`src/rtl/ssd_ctrl_pkg.sv`:
```
package ssd_ctrl_pkg;

  ////////////////////////////////
  // Widths
  ////////////////////////////////

  typedef logic [31:0] reg_word_t;    // Register and AXI data word
  typedef logic [31:0] axil_addr_t;
  typedef logic [1:0]  axil_resp_t;   // Always OKAY
  typedef logic [2:0]  reg_idx_t;

  ////////////////////////////////
  // Register map
  ////////////////////////////////

  localparam int REG_NUM    = 8;
  localparam int REG_IDX_LO = 2;      // Byte address to word
  localparam int REG_IDX_HI = 4;

  localparam reg_idx_t IDX_CMD_KICK  = 3'd0;  // Write issues a command
  localparam reg_idx_t IDX_COMMAND   = 3'd1;
  localparam reg_idx_t IDX_DATA0     = 3'd2;
  localparam reg_idx_t IDX_DATA1     = 3'd3;
  localparam reg_idx_t IDX_DELAY     = 3'd4;
  localparam reg_idx_t IDX_WDT_CLEAR = 3'd5;
  localparam reg_idx_t IDX_WDT_START = 3'd6;

  localparam reg_word_t ARG0_RESET_VALUE = 32'hDEAD_BEEF;

  ////////////////////////////////
  // Watchdog timing
  ////////////////////////////////

  typedef logic [31:0] wdt_count_t;
  typedef logic [15:0] pulse_count_t;

  localparam wdt_count_t   WDT_TIMEOUT_CYCLES = 32'd200;
  localparam pulse_count_t RESET_PULSE_CYCLES = 16'd16;

  // Read channel FSM
  typedef enum logic {
    RD_IDLE,
    RD_RESP
  } rd_state_t;

endpackage
```
`src/rtl/ssd_ctrl_top.sv`:
```
`timescale 1ns/1ns

module ssd_ctrl_top (
  input  logic                          clk,
  input  logic                          rstn,
  input  logic                          reset_button_i,
  input  ssd_ctrl_pkg::reg_word_t [3:0] core_state_i,
  // AXI-lite slave
  input  ssd_ctrl_pkg::axil_addr_t      s_axil_araddr_i,
  input  logic                          s_axil_arvalid_i,
  output logic                          s_axil_arready_o,
  output logic                          s_axil_rvalid_o,
  output ssd_ctrl_pkg::reg_word_t       s_axil_rdata_o,
  output ssd_ctrl_pkg::axil_resp_t      s_axil_rresp_o,
  input  logic                          s_axil_rready_i,
  input  ssd_ctrl_pkg::axil_addr_t      s_axil_awaddr_i,
  input  logic                          s_axil_awvalid_i,
  output logic                          s_axil_awready_o,
  input  ssd_ctrl_pkg::reg_word_t       s_axil_wdata_i,
  input  logic                          s_axil_wvalid_i,
  output logic                          s_axil_wready_o,
  output logic                          s_axil_bvalid_o,
  output ssd_ctrl_pkg::axil_resp_t      s_axil_bresp_o,
  input  logic                          s_axil_bready_i,
  // Command to the core
  output logic                          cmd_valid_o,
  output ssd_ctrl_pkg::reg_word_t       cmd_word_o,
  output ssd_ctrl_pkg::reg_word_t       cmd_data0_o,
  output ssd_ctrl_pkg::reg_word_t       cmd_data1_o,
  output logic                          core_reset_o
);

  ssd_ctrl_pkg::reg_idx_t  rd_idx;
  ssd_ctrl_pkg::reg_word_t rd_data;
  logic                    wr_en;
  ssd_ctrl_pkg::reg_idx_t  wr_idx;
  ssd_ctrl_pkg::reg_word_t wr_data;
  logic                    cmd_kick;
  ssd_ctrl_pkg::reg_word_t delay;
  logic                    wdt_clear;
  logic                    wdt_start;

  axil_reg_slave u_axil_reg_slave (
    .clk              (clk),
    .rstn             (rstn),
    .s_axil_araddr_i  (s_axil_araddr_i),
    .s_axil_arvalid_i (s_axil_arvalid_i),
    .s_axil_arready_o (s_axil_arready_o),
    .s_axil_rvalid_o  (s_axil_rvalid_o),
    .s_axil_rdata_o   (s_axil_rdata_o),
    .s_axil_rresp_o   (s_axil_rresp_o),
    .s_axil_rready_i  (s_axil_rready_i),
    .s_axil_awaddr_i  (s_axil_awaddr_i),
    .s_axil_awvalid_i (s_axil_awvalid_i),
    .s_axil_awready_o (s_axil_awready_o),
    .s_axil_wdata_i   (s_axil_wdata_i),
    .s_axil_wvalid_i  (s_axil_wvalid_i),
    .s_axil_wready_o  (s_axil_wready_o),
    .s_axil_bvalid_o  (s_axil_bvalid_o),
    .s_axil_bresp_o   (s_axil_bresp_o),
    .s_axil_bready_i  (s_axil_bready_i),
    .rd_idx_o         (rd_idx),
    .rd_data_i        (rd_data),
    .wr_en_o          (wr_en),
    .wr_idx_o         (wr_idx),
    .wr_data_o        (wr_data)
  );

  kernel_reg_bank u_kernel_reg_bank (
    .clk          (clk),
    .rstn         (rstn),
    .wr_en_i      (wr_en),
    .wr_idx_i     (wr_idx),
    .wr_data_i    (wr_data),
    .rd_idx_i     (rd_idx),
    .core_state_i (core_state_i),
    .rd_data_o    (rd_data),
    .cmd_kick_o   (cmd_kick),
    .delay_o      (delay),
    .cmd_word_o   (cmd_word_o),
    .cmd_data0_o  (cmd_data0_o),
    .cmd_data1_o  (cmd_data1_o),
    .wdt_clear_o  (wdt_clear),
    .wdt_start_o  (wdt_start)
  );

  cmd_issue_timer u_cmd_issue_timer (
    .clk         (clk),
    .rstn        (rstn),
    .cmd_kick_i  (cmd_kick),
    .delay_i     (delay),
    .cmd_valid_o (cmd_valid_o)
  );

  watchdog_reset u_watchdog_reset (
    .clk            (clk),
    .rstn           (rstn),
    .wdt_clear_i    (wdt_clear),
    .wdt_start_i    (wdt_start),
    .reset_button_i (reset_button_i),
    .core_reset_o   (core_reset_o)
  );

endmodule

```
`src/rtl/watchdog_reset.sv`:
```
`timescale 1ns/1ns

module watchdog_reset (
  input  logic clk,
  input  logic rstn,
  input  logic wdt_clear_i,
  input  logic wdt_start_i,
  input  logic reset_button_i,
  output logic core_reset_o
);

  ssd_ctrl_pkg::wdt_count_t   wdt_cnt_q;
  ssd_ctrl_pkg::pulse_count_t pulse_cnt_q;

  logic core_reset_q;
  logic wdt_run;
  logic wdt_expire;
  logic pulse;

  assign wdt_run    = wdt_start_i && !wdt_clear_i;
  assign wdt_expire = wdt_run && (wdt_cnt_q == ssd_ctrl_pkg::WDT_TIMEOUT_CYCLES - 1);
  assign pulse      = (pulse_cnt_q != '0);

  ////////////////////////////////
  // Timeout counter
  ////////////////////////////////

  always_ff @(posedge clk) begin
    if (!rstn) begin
      wdt_cnt_q <= '0;
    end else if (!wdt_run || wdt_expire) begin
      wdt_cnt_q <= '0;    // Held at zero when cleared or stopped
    end else begin
      wdt_cnt_q <= wdt_cnt_q + 1'b1;
    end
  end

  ////////////////////////////////
  // Pulse stretcher
  ////////////////////////////////

  always_ff @(posedge clk) begin
    if (!rstn) begin
      pulse_cnt_q  <= '0;
      core_reset_q <= 1'b0;
    end else begin
      if (wdt_expire) begin
        pulse_cnt_q <= ssd_ctrl_pkg::RESET_PULSE_CYCLES;
      end else if (pulse) begin
        pulse_cnt_q <= pulse_cnt_q - 1'b1;
      end
      core_reset_q <= pulse || reset_button_i;   // Button merges here
    end
  end

  assign core_reset_o = core_reset_q;

endmodule

```
`src/rtl/cmd_issue_timer.sv`:
```
`timescale 1ns/1ns

module cmd_issue_timer (
  input  logic                    clk,
  input  logic                    rstn,
  input  logic                    cmd_kick_i,
  input  ssd_ctrl_pkg::reg_word_t delay_i,
  output logic                    cmd_valid_o
);

  ssd_ctrl_pkg::reg_word_t count_q;
  logic                    active_q;
  logic                    expire;

  assign expire = active_q && (count_q == '0);

  ////////////////////////////////
  // Countdown
  ////////////////////////////////

  always_ff @(posedge clk) begin
    if (!rstn) begin
      active_q <= 1'b0;
    end else if (cmd_kick_i) begin
      active_q <= 1'b1;   // Restarts a running countdown
    end else if (expire) begin
      active_q <= 1'b0;
    end
  end

  always_ff @(posedge clk) begin
    if (cmd_kick_i) begin
      count_q <= delay_i;
    end else if (active_q && count_q != '0) begin
      count_q <= count_q - 1'b1;
    end
  end

  // One cycle strobe when the count runs out
  assign cmd_valid_o = expire;

endmodule

```
`src/rtl/kernel_reg_bank.sv`:
```
`timescale 1ns/1ns

module kernel_reg_bank (
  input  logic                          clk,
  input  logic                          rstn,
  input  logic                          wr_en_i,
  input  ssd_ctrl_pkg::reg_idx_t        wr_idx_i,
  input  ssd_ctrl_pkg::reg_word_t       wr_data_i,
  input  ssd_ctrl_pkg::reg_idx_t        rd_idx_i,
  input  ssd_ctrl_pkg::reg_word_t [3:0] core_state_i,
  output ssd_ctrl_pkg::reg_word_t       rd_data_o,
  output logic                          cmd_kick_o,
  output ssd_ctrl_pkg::reg_word_t       delay_o,
  output ssd_ctrl_pkg::reg_word_t       cmd_word_o,
  output ssd_ctrl_pkg::reg_word_t       cmd_data0_o,
  output ssd_ctrl_pkg::reg_word_t       cmd_data1_o,
  output logic                          wdt_clear_o,
  output logic                          wdt_start_o
);

  ssd_ctrl_pkg::reg_word_t arg_q [ssd_ctrl_pkg::REG_NUM];

  logic cmd_kick_q;
  logic wdt_clear_q;
  logic wdt_start_q;
  logic wdt_idx;

  assign wdt_idx = (wr_idx_i == ssd_ctrl_pkg::IDX_WDT_CLEAR) ||
                   (wr_idx_i == ssd_ctrl_pkg::IDX_WDT_START);

  // Argument registers
  always_ff @(posedge clk) begin
    if (!rstn) begin
      arg_q[ssd_ctrl_pkg::IDX_CMD_KICK] <= ssd_ctrl_pkg::ARG0_RESET_VALUE;
    end else if (wr_en_i && !wdt_idx) begin
      arg_q[wr_idx_i] <= wr_data_i;
    end
  end

  always_ff @(posedge clk) begin
    if (!rstn) begin
      cmd_kick_q  <= 1'b0;
      wdt_clear_q <= 1'b0;
      wdt_start_q <= 1'b0;
    end else begin
      cmd_kick_q <= wr_en_i && (wr_idx_i == ssd_ctrl_pkg::IDX_CMD_KICK);
      if (wr_en_i && wr_idx_i == ssd_ctrl_pkg::IDX_WDT_CLEAR) wdt_clear_q <= wr_data_i[0];
      if (wr_en_i && wr_idx_i == ssd_ctrl_pkg::IDX_WDT_START) wdt_start_q <= wr_data_i[0];
    end
  end

  // Status view seen by the host
  always_comb begin
    case (rd_idx_i)
      ssd_ctrl_pkg::IDX_CMD_KICK: rd_data_o = arg_q[ssd_ctrl_pkg::IDX_CMD_KICK];
      ssd_ctrl_pkg::IDX_COMMAND:  rd_data_o = core_state_i[0];
      ssd_ctrl_pkg::IDX_DATA0:    rd_data_o = core_state_i[1];
      ssd_ctrl_pkg::IDX_DATA1:    rd_data_o = core_state_i[2];
      ssd_ctrl_pkg::IDX_DELAY:    rd_data_o = core_state_i[3];
      default:                    rd_data_o = '0;
    endcase
  end

  assign cmd_kick_o  = cmd_kick_q;
  assign delay_o     = arg_q[ssd_ctrl_pkg::IDX_DELAY];
  assign cmd_word_o  = arg_q[ssd_ctrl_pkg::IDX_COMMAND];
  assign cmd_data0_o = arg_q[ssd_ctrl_pkg::IDX_DATA0];
  assign cmd_data1_o = arg_q[ssd_ctrl_pkg::IDX_DATA1];
  assign wdt_clear_o = wdt_clear_q;
  assign wdt_start_o = wdt_start_q;

endmodule

```
`src/rtl/axil_reg_slave.sv`:
```
`timescale 1ns/1ns

module axil_reg_slave (
  input  logic                     clk,
  input  logic                     rstn,
  // Read address and read data
  input  ssd_ctrl_pkg::axil_addr_t s_axil_araddr_i,
  input  logic                     s_axil_arvalid_i,
  output logic                     s_axil_arready_o,
  output logic                     s_axil_rvalid_o,
  output ssd_ctrl_pkg::reg_word_t  s_axil_rdata_o,
  output ssd_ctrl_pkg::axil_resp_t s_axil_rresp_o,
  input  logic                     s_axil_rready_i,
  // Write address, write data and response
  input  ssd_ctrl_pkg::axil_addr_t s_axil_awaddr_i,
  input  logic                     s_axil_awvalid_i,
  output logic                     s_axil_awready_o,
  input  ssd_ctrl_pkg::reg_word_t  s_axil_wdata_i,
  input  logic                     s_axil_wvalid_i,
  output logic                     s_axil_wready_o,
  output logic                     s_axil_bvalid_o,
  output ssd_ctrl_pkg::axil_resp_t s_axil_bresp_o,
  input  logic                     s_axil_bready_i,
  // Register bank side
  output ssd_ctrl_pkg::reg_idx_t   rd_idx_o,
  input  ssd_ctrl_pkg::reg_word_t  rd_data_i,
  output logic                     wr_en_o,
  output ssd_ctrl_pkg::reg_idx_t   wr_idx_o,
  output ssd_ctrl_pkg::reg_word_t  wr_data_o
);

  ssd_ctrl_pkg::rd_state_t rd_state_q;
  ssd_ctrl_pkg::reg_word_t rdata_q;

  logic                    awready_q;
  logic                    wready_q;
  logic                    addr_rcvd_q;
  logic                    data_rcvd_q;
  logic                    wr_en_q;
  logic                    bvalid_q;
  ssd_ctrl_pkg::reg_idx_t  wr_idx_q;
  ssd_ctrl_pkg::reg_word_t wr_data_q;

  logic ar_fire;
  logic aw_fire;
  logic w_fire;
  logic b_fire;

  assign ar_fire = s_axil_arvalid_i && s_axil_arready_o;
  assign aw_fire = s_axil_awvalid_i && awready_q;
  assign w_fire  = s_axil_wvalid_i && wready_q;
  assign b_fire  = bvalid_q && s_axil_bready_i;

  ////////////////////////////////
  // Read channel
  ////////////////////////////////

  assign rd_idx_o = s_axil_araddr_i[ssd_ctrl_pkg::REG_IDX_HI:ssd_ctrl_pkg::REG_IDX_LO];

  always_ff @(posedge clk) begin
    if (!rstn) begin
      rd_state_q <= ssd_ctrl_pkg::RD_IDLE;
    end else begin
      case (rd_state_q)
        ssd_ctrl_pkg::RD_IDLE: if (s_axil_arvalid_i) rd_state_q <= ssd_ctrl_pkg::RD_RESP;
        ssd_ctrl_pkg::RD_RESP: if (s_axil_rready_i) rd_state_q <= ssd_ctrl_pkg::RD_IDLE;
        default:               rd_state_q <= ssd_ctrl_pkg::RD_IDLE;
      endcase
    end
  end

  // Word captured at address accept
  always_ff @(posedge clk) begin
    if (ar_fire) begin
      rdata_q <= rd_data_i;
    end
  end

  assign s_axil_arready_o = (rd_state_q == ssd_ctrl_pkg::RD_IDLE);
  assign s_axil_rvalid_o  = (rd_state_q == ssd_ctrl_pkg::RD_RESP);
  assign s_axil_rdata_o   = rdata_q;
  assign s_axil_rresp_o   = '0;   // OKAY

  ////////////////////////////////
  // Write channel
  ////////////////////////////////

  always_ff @(posedge clk) begin
    if (!rstn) begin
      awready_q   <= 1'b1;
      wready_q    <= 1'b1;
      addr_rcvd_q <= 1'b0;
      data_rcvd_q <= 1'b0;
      wr_en_q     <= 1'b0;
      bvalid_q    <= 1'b0;
    end else begin
      wr_en_q <= addr_rcvd_q && data_rcvd_q;  // One pulse per write
      if (aw_fire) begin
        awready_q   <= 1'b0;
        addr_rcvd_q <= 1'b1;
      end
      if (w_fire) begin
        wready_q    <= 1'b0;
        data_rcvd_q <= 1'b1;
      end
      if (addr_rcvd_q && data_rcvd_q) begin
        addr_rcvd_q <= 1'b0;
        data_rcvd_q <= 1'b0;
      end
      // Response lands with the register update
      if (wr_en_q) begin
        bvalid_q <= 1'b1;
      end else if (b_fire) begin
        bvalid_q  <= 1'b0;
        awready_q <= 1'b1;
        wready_q  <= 1'b1;
      end
    end
  end

  always_ff @(posedge clk) begin
    if (aw_fire) begin
      wr_idx_q <= s_axil_awaddr_i[ssd_ctrl_pkg::REG_IDX_HI:ssd_ctrl_pkg::REG_IDX_LO];
    end
    if (w_fire) begin
      wr_data_q <= s_axil_wdata_i;  // Strobes ignored
    end
  end

  assign s_axil_awready_o = awready_q;
  assign s_axil_wready_o  = wready_q;
  assign s_axil_bvalid_o  = bvalid_q;
  assign s_axil_bresp_o   = '0;

  assign wr_en_o   = wr_en_q;
  assign wr_idx_o  = wr_idx_q;
  assign wr_data_o = wr_data_q;

endmodule

```
`config.mk`:
```
export PLATFORM = sky130hd
export DESIGN_NAME = ssd_ctrl_top
export DESIGN_NICKNAME = d
export VERILOG_FILES = /design/src/rtl/ssd_ctrl_pkg.sv /design/src/rtl/ssd_ctrl_top.sv /design/src/rtl/watchdog_reset.sv /design/src/rtl/cmd_issue_timer.sv /design/src/rtl/kernel_reg_bank.sv /design/src/rtl/axil_reg_slave.sv
export SDC_FILE = /design/constraint.sdc
export NUM_CORES = 1
export LEC_CHECK = 0
export BUFFER_PORTS_ARGS = -buffer_cell sky130_fd_sc_hd__buf_2
export CORE_ASPECT_RATIO = 0.9
export CORE_MARGIN = 5
export CORE_UTILIZATION = 45
export CTS_CLUSTER_DIAMETER = 40
export DETAILED_ROUTE_END_ITERATION = 16
export PLACE_DENSITY = 0.8
export SYNTH_ARGS = -nofsm -noshare
export SYNTH_HDL_FRONTEND = slang
export SYNTH_SLANG_ARGS = --single-unit
export TNS_END_PERCENT = 50
```
`constraint.sdc`:
```
create_clock -name clk -period 6.7 [get_ports clk]
set_input_delay 1.34 -clock clk [delete_from_list [all_inputs] [get_ports clk]]
set_output_delay 1.34 -clock clk [all_outputs]
set_load 0.02 [all_outputs]
```
==> flow_summary.ini <==
[clock_tree]
numCtsBuffers = 42
ctsHtreeMaxLevel = 2
clk_latency_ns = 0.52
postCtsHoldBufs = 0
post_cts_buffers = 0
ctsResizeCount = 0
clk_path_buf_depth = 3
cts_tree = yes
cts_root_buf = clkbuf_16
clock_sinks = 319
clkSlewWorstSetupHoldPaths_ns = 0.06

[grt]
grt_usage = 0.209
busiest_layer = met2
antenna_found_initial = 1
grt_first_pass_wirelength_um = 54000
grt_max_degree = 57
grt_overflow = 0
gr-usage-met1 = 0.283
grt_pass1_vias = 9280
grt_use_met3 = 0.0383
use_met2 = 0.349

[synthesis]
synth-edff-count = 259
synth_top_area_frac = 0.588
yosysTopAreaCell = edfxtp_1
yosysWarnings = 0
syn_avg_cell_area_um2 = 13.4
ys.flop_type = edfxtp_1
syn_area_um2 = 13200
synthTopCellsByArea = edfxtp_1 (59%), dfxtp_1 (9.1%), a22oi_1 (3.7%)
synth_seq_cells = 319
synthArstFlopShare = 0
synthCells = 988
ys_types = 59
yosysSeqAreaShare = 0.679

[timing]
relSlewSlack = 0.101
hold_slack_ns = 0.465
skew_ns = 0.0126
finalSetupTns_ns = 0
timing.final.crit_share = 0.671
finalHoldViolCount = 0
worst_slew_pin_slew_ns = 1.34
setup_viol = 0
rsz0062_at_grt = false
maxSlewViolCount = 0
max_freq_mhz = 223
min_period_ns = 4.49

[setup_path]
cp-start-kind = flop
rr_endpoint = u_kernel_reg_bank.arg_q[1][29]$_DFFE_PP_
reg2reg_depth = 5
critPathTopFamily = simple AND/OR/NAND/NOR gates
slowest_delay_ns = 0.63
critical_path.slowest_cell = nor3_1
r2r_start = u_axil_reg_slave.wr_idx_o[1]$_DFFE_PP_
cp.arrival_ns = 3.15
crit_type = reg -> out
crit_path_end_kind = output port
critPathMaxFanout = 7
crit_required_ns = 5.36
r2r_slack_ns = 3.59
cp.buffers_inverters = 2
path_cells = inv_1 > ha_1 > or3b_2 > nor3_1 > nand4_1 > nor2_1 > buf_2

[layout]
synthToLayoutAreaGrowth_pct = 25.9
nets = 1531
final_common_cell = buf_2
layout_common_cells = buf_2 (308), edfxtp_1 (259), a22oi_1 (65)
layout-drive-gt1-share = 0.342
nFillCells = 2321

[place]
place_congestion = 0.838
port_buffers = 308
dp.final_hpwl_um = 25100

[die]
die_area_um2 = 32900
core_area_um2 = 28900
rows = 59
die_y_um = 173
initial_utilization = 0.457
die_w_um = 191
ios = 371

[drt]
drc = 0
vias_per_cell = 5.63
wl_per_cell_um = 21.0
drt_iter0_drc = 1018
vias = 9724
drtPass1Iterations = 5
drt_wl_total_um = 36200
ant_nets = 0

[hold_path]
min-delay-start = u_watchdog_reset.wdt_cnt_q[0]$_SDFF_PP0_
hp-class = reg -> reg
min_to = u_watchdog_reset.wdt_cnt_q[0]$_SDFF_PP0_
hold_depth = 1

[power]
leakagePower_uw = 0.00631
vdd_drop_max_uv = 217
p_per_area_nw_per_um2 = 283

[run]
maxCapViolations = 0

[outcome]
status = finished clean
## per-stage QoR
step	area, µm²	std cells	worst slack, ns	util	total power [µW]
after floorplan	13200	991	1.13	-	2340
after global placement	15100	1647	2.77	0.523	2430
after detailed placement	15100	1647	2.74	0.523	2440
after CTS	16600	1725	2.19	0.575	4740
after global routing	16600	1726	2.09	0.575	4850
final	16600	1726	2.21	0.575	4700
## how the worst max path moves through the flow
stage,from,to,slack (ns),cells after the start
finish,u_cmd_issue_timer.count_q[0]$_DFFE_PP_,cmd_valid_o,2.21,7
global route,u_cmd_issue_timer.count_q[0]$_DFFE_PP_,cmd_valid_o,2.09,7
CTS,u_cmd_issue_timer.count_q[0]$_DFFE_PP_,cmd_valid_o,2.19,7
detailed placement,rstn,u_kernel_reg_bank.arg_q[1][29]$_DFFE_PP_,2.74,6
global placement,rstn,u_kernel_reg_bank.arg_q[1][29]$_DFFE_PP_,2.77,6
floorplan,rstn,u_kernel_reg_bank.arg_q[4][0]$_DFFE_PP_,1.13,3
## sequential cells by signal (all words and copies together) (netlist names), 3 cells and up
| register | cells |
|---|---|
| u_kernel_reg_bank.arg_q | 160 |
| u_axil_reg_slave.s_axil_rdata_o | 32 |
| u_axil_reg_slave.wr_data_o | 32 |
| u_cmd_issue_timer.count_q | 32 |
| u_watchdog_reset.wdt_cnt_q | 32 |
| u_watchdog_reset.pulse_cnt_q | 16 |
| u_axil_reg_slave.wr_idx_o | 3 |
## routing by layer
layer | vias to the layer above | routed length [µm]
li1 | 4492 | -
met1 | 4701 | 14700
met3 | 51 | 3030
met4 | 0 | 883
met2 | 480 | 17600
met5 | - | 0
## cell families after synthesis
| kind of cell | count (synthesis) | share of synthesized area |
|---|---|---|
| AOI/OAI and AO/OA | 231 | 0.116 |
| xor gates and xnor gates | 23 | 0.0152 |
| adders and majority gates | 4 | 0.00379 |
| buffers and inverters | 83 | 0.0276 |
| DFF | 319 | 0.679 |
| muxes | 35 | 0.0304 |
| other | 1 | 0.000284 |
| and+or+nand+nor | 292 | 0.128 |
## power breakdown
group	leakage (µW)	total [µW]	internal, µW	switching [µW]
sequential	0.00313	2180	2170	13.3
clock	0.000696	2300	1430	870
combinational	0.00249	218	93.4	124
## layout make-up
type	count	area, µm²	area share
flip-flops and latches	319	8980	0.540
inverters	18	67.6	0.00406
clock buffers	47	1130	0.0681
diodes	1	2.50	0.000150
well taps	396	495	0.0298
clock inverters	31	354	0.0213
multi-input cells	589	3940	0.237
repair buffers	325	1670	0.100
## Yosys cell counts (all sizes together) (17+ instances only)
master  number
edfxtp     259
a22oi       65
dfxtp       60
clkbuf      47
nor2        43
a21oi       38
nand2       32
o31ai       32
mux2        31
nand2b      31
o21ai       31
o22ai       31
or4         28
nand4       24
nor3        24
nand3       20
or3         19
inv         17
nor4        17
## worst register-to-register path: stages (launching register included)
cell and delay [ns]:
edfxtp_1 0.57, xor2_1 0.26, a21oi_4 0.76, nand2_1 0.22, nor3_2 0.42, buf_4 0.50
Note: power is estimated with default switching activity, not from simulation.
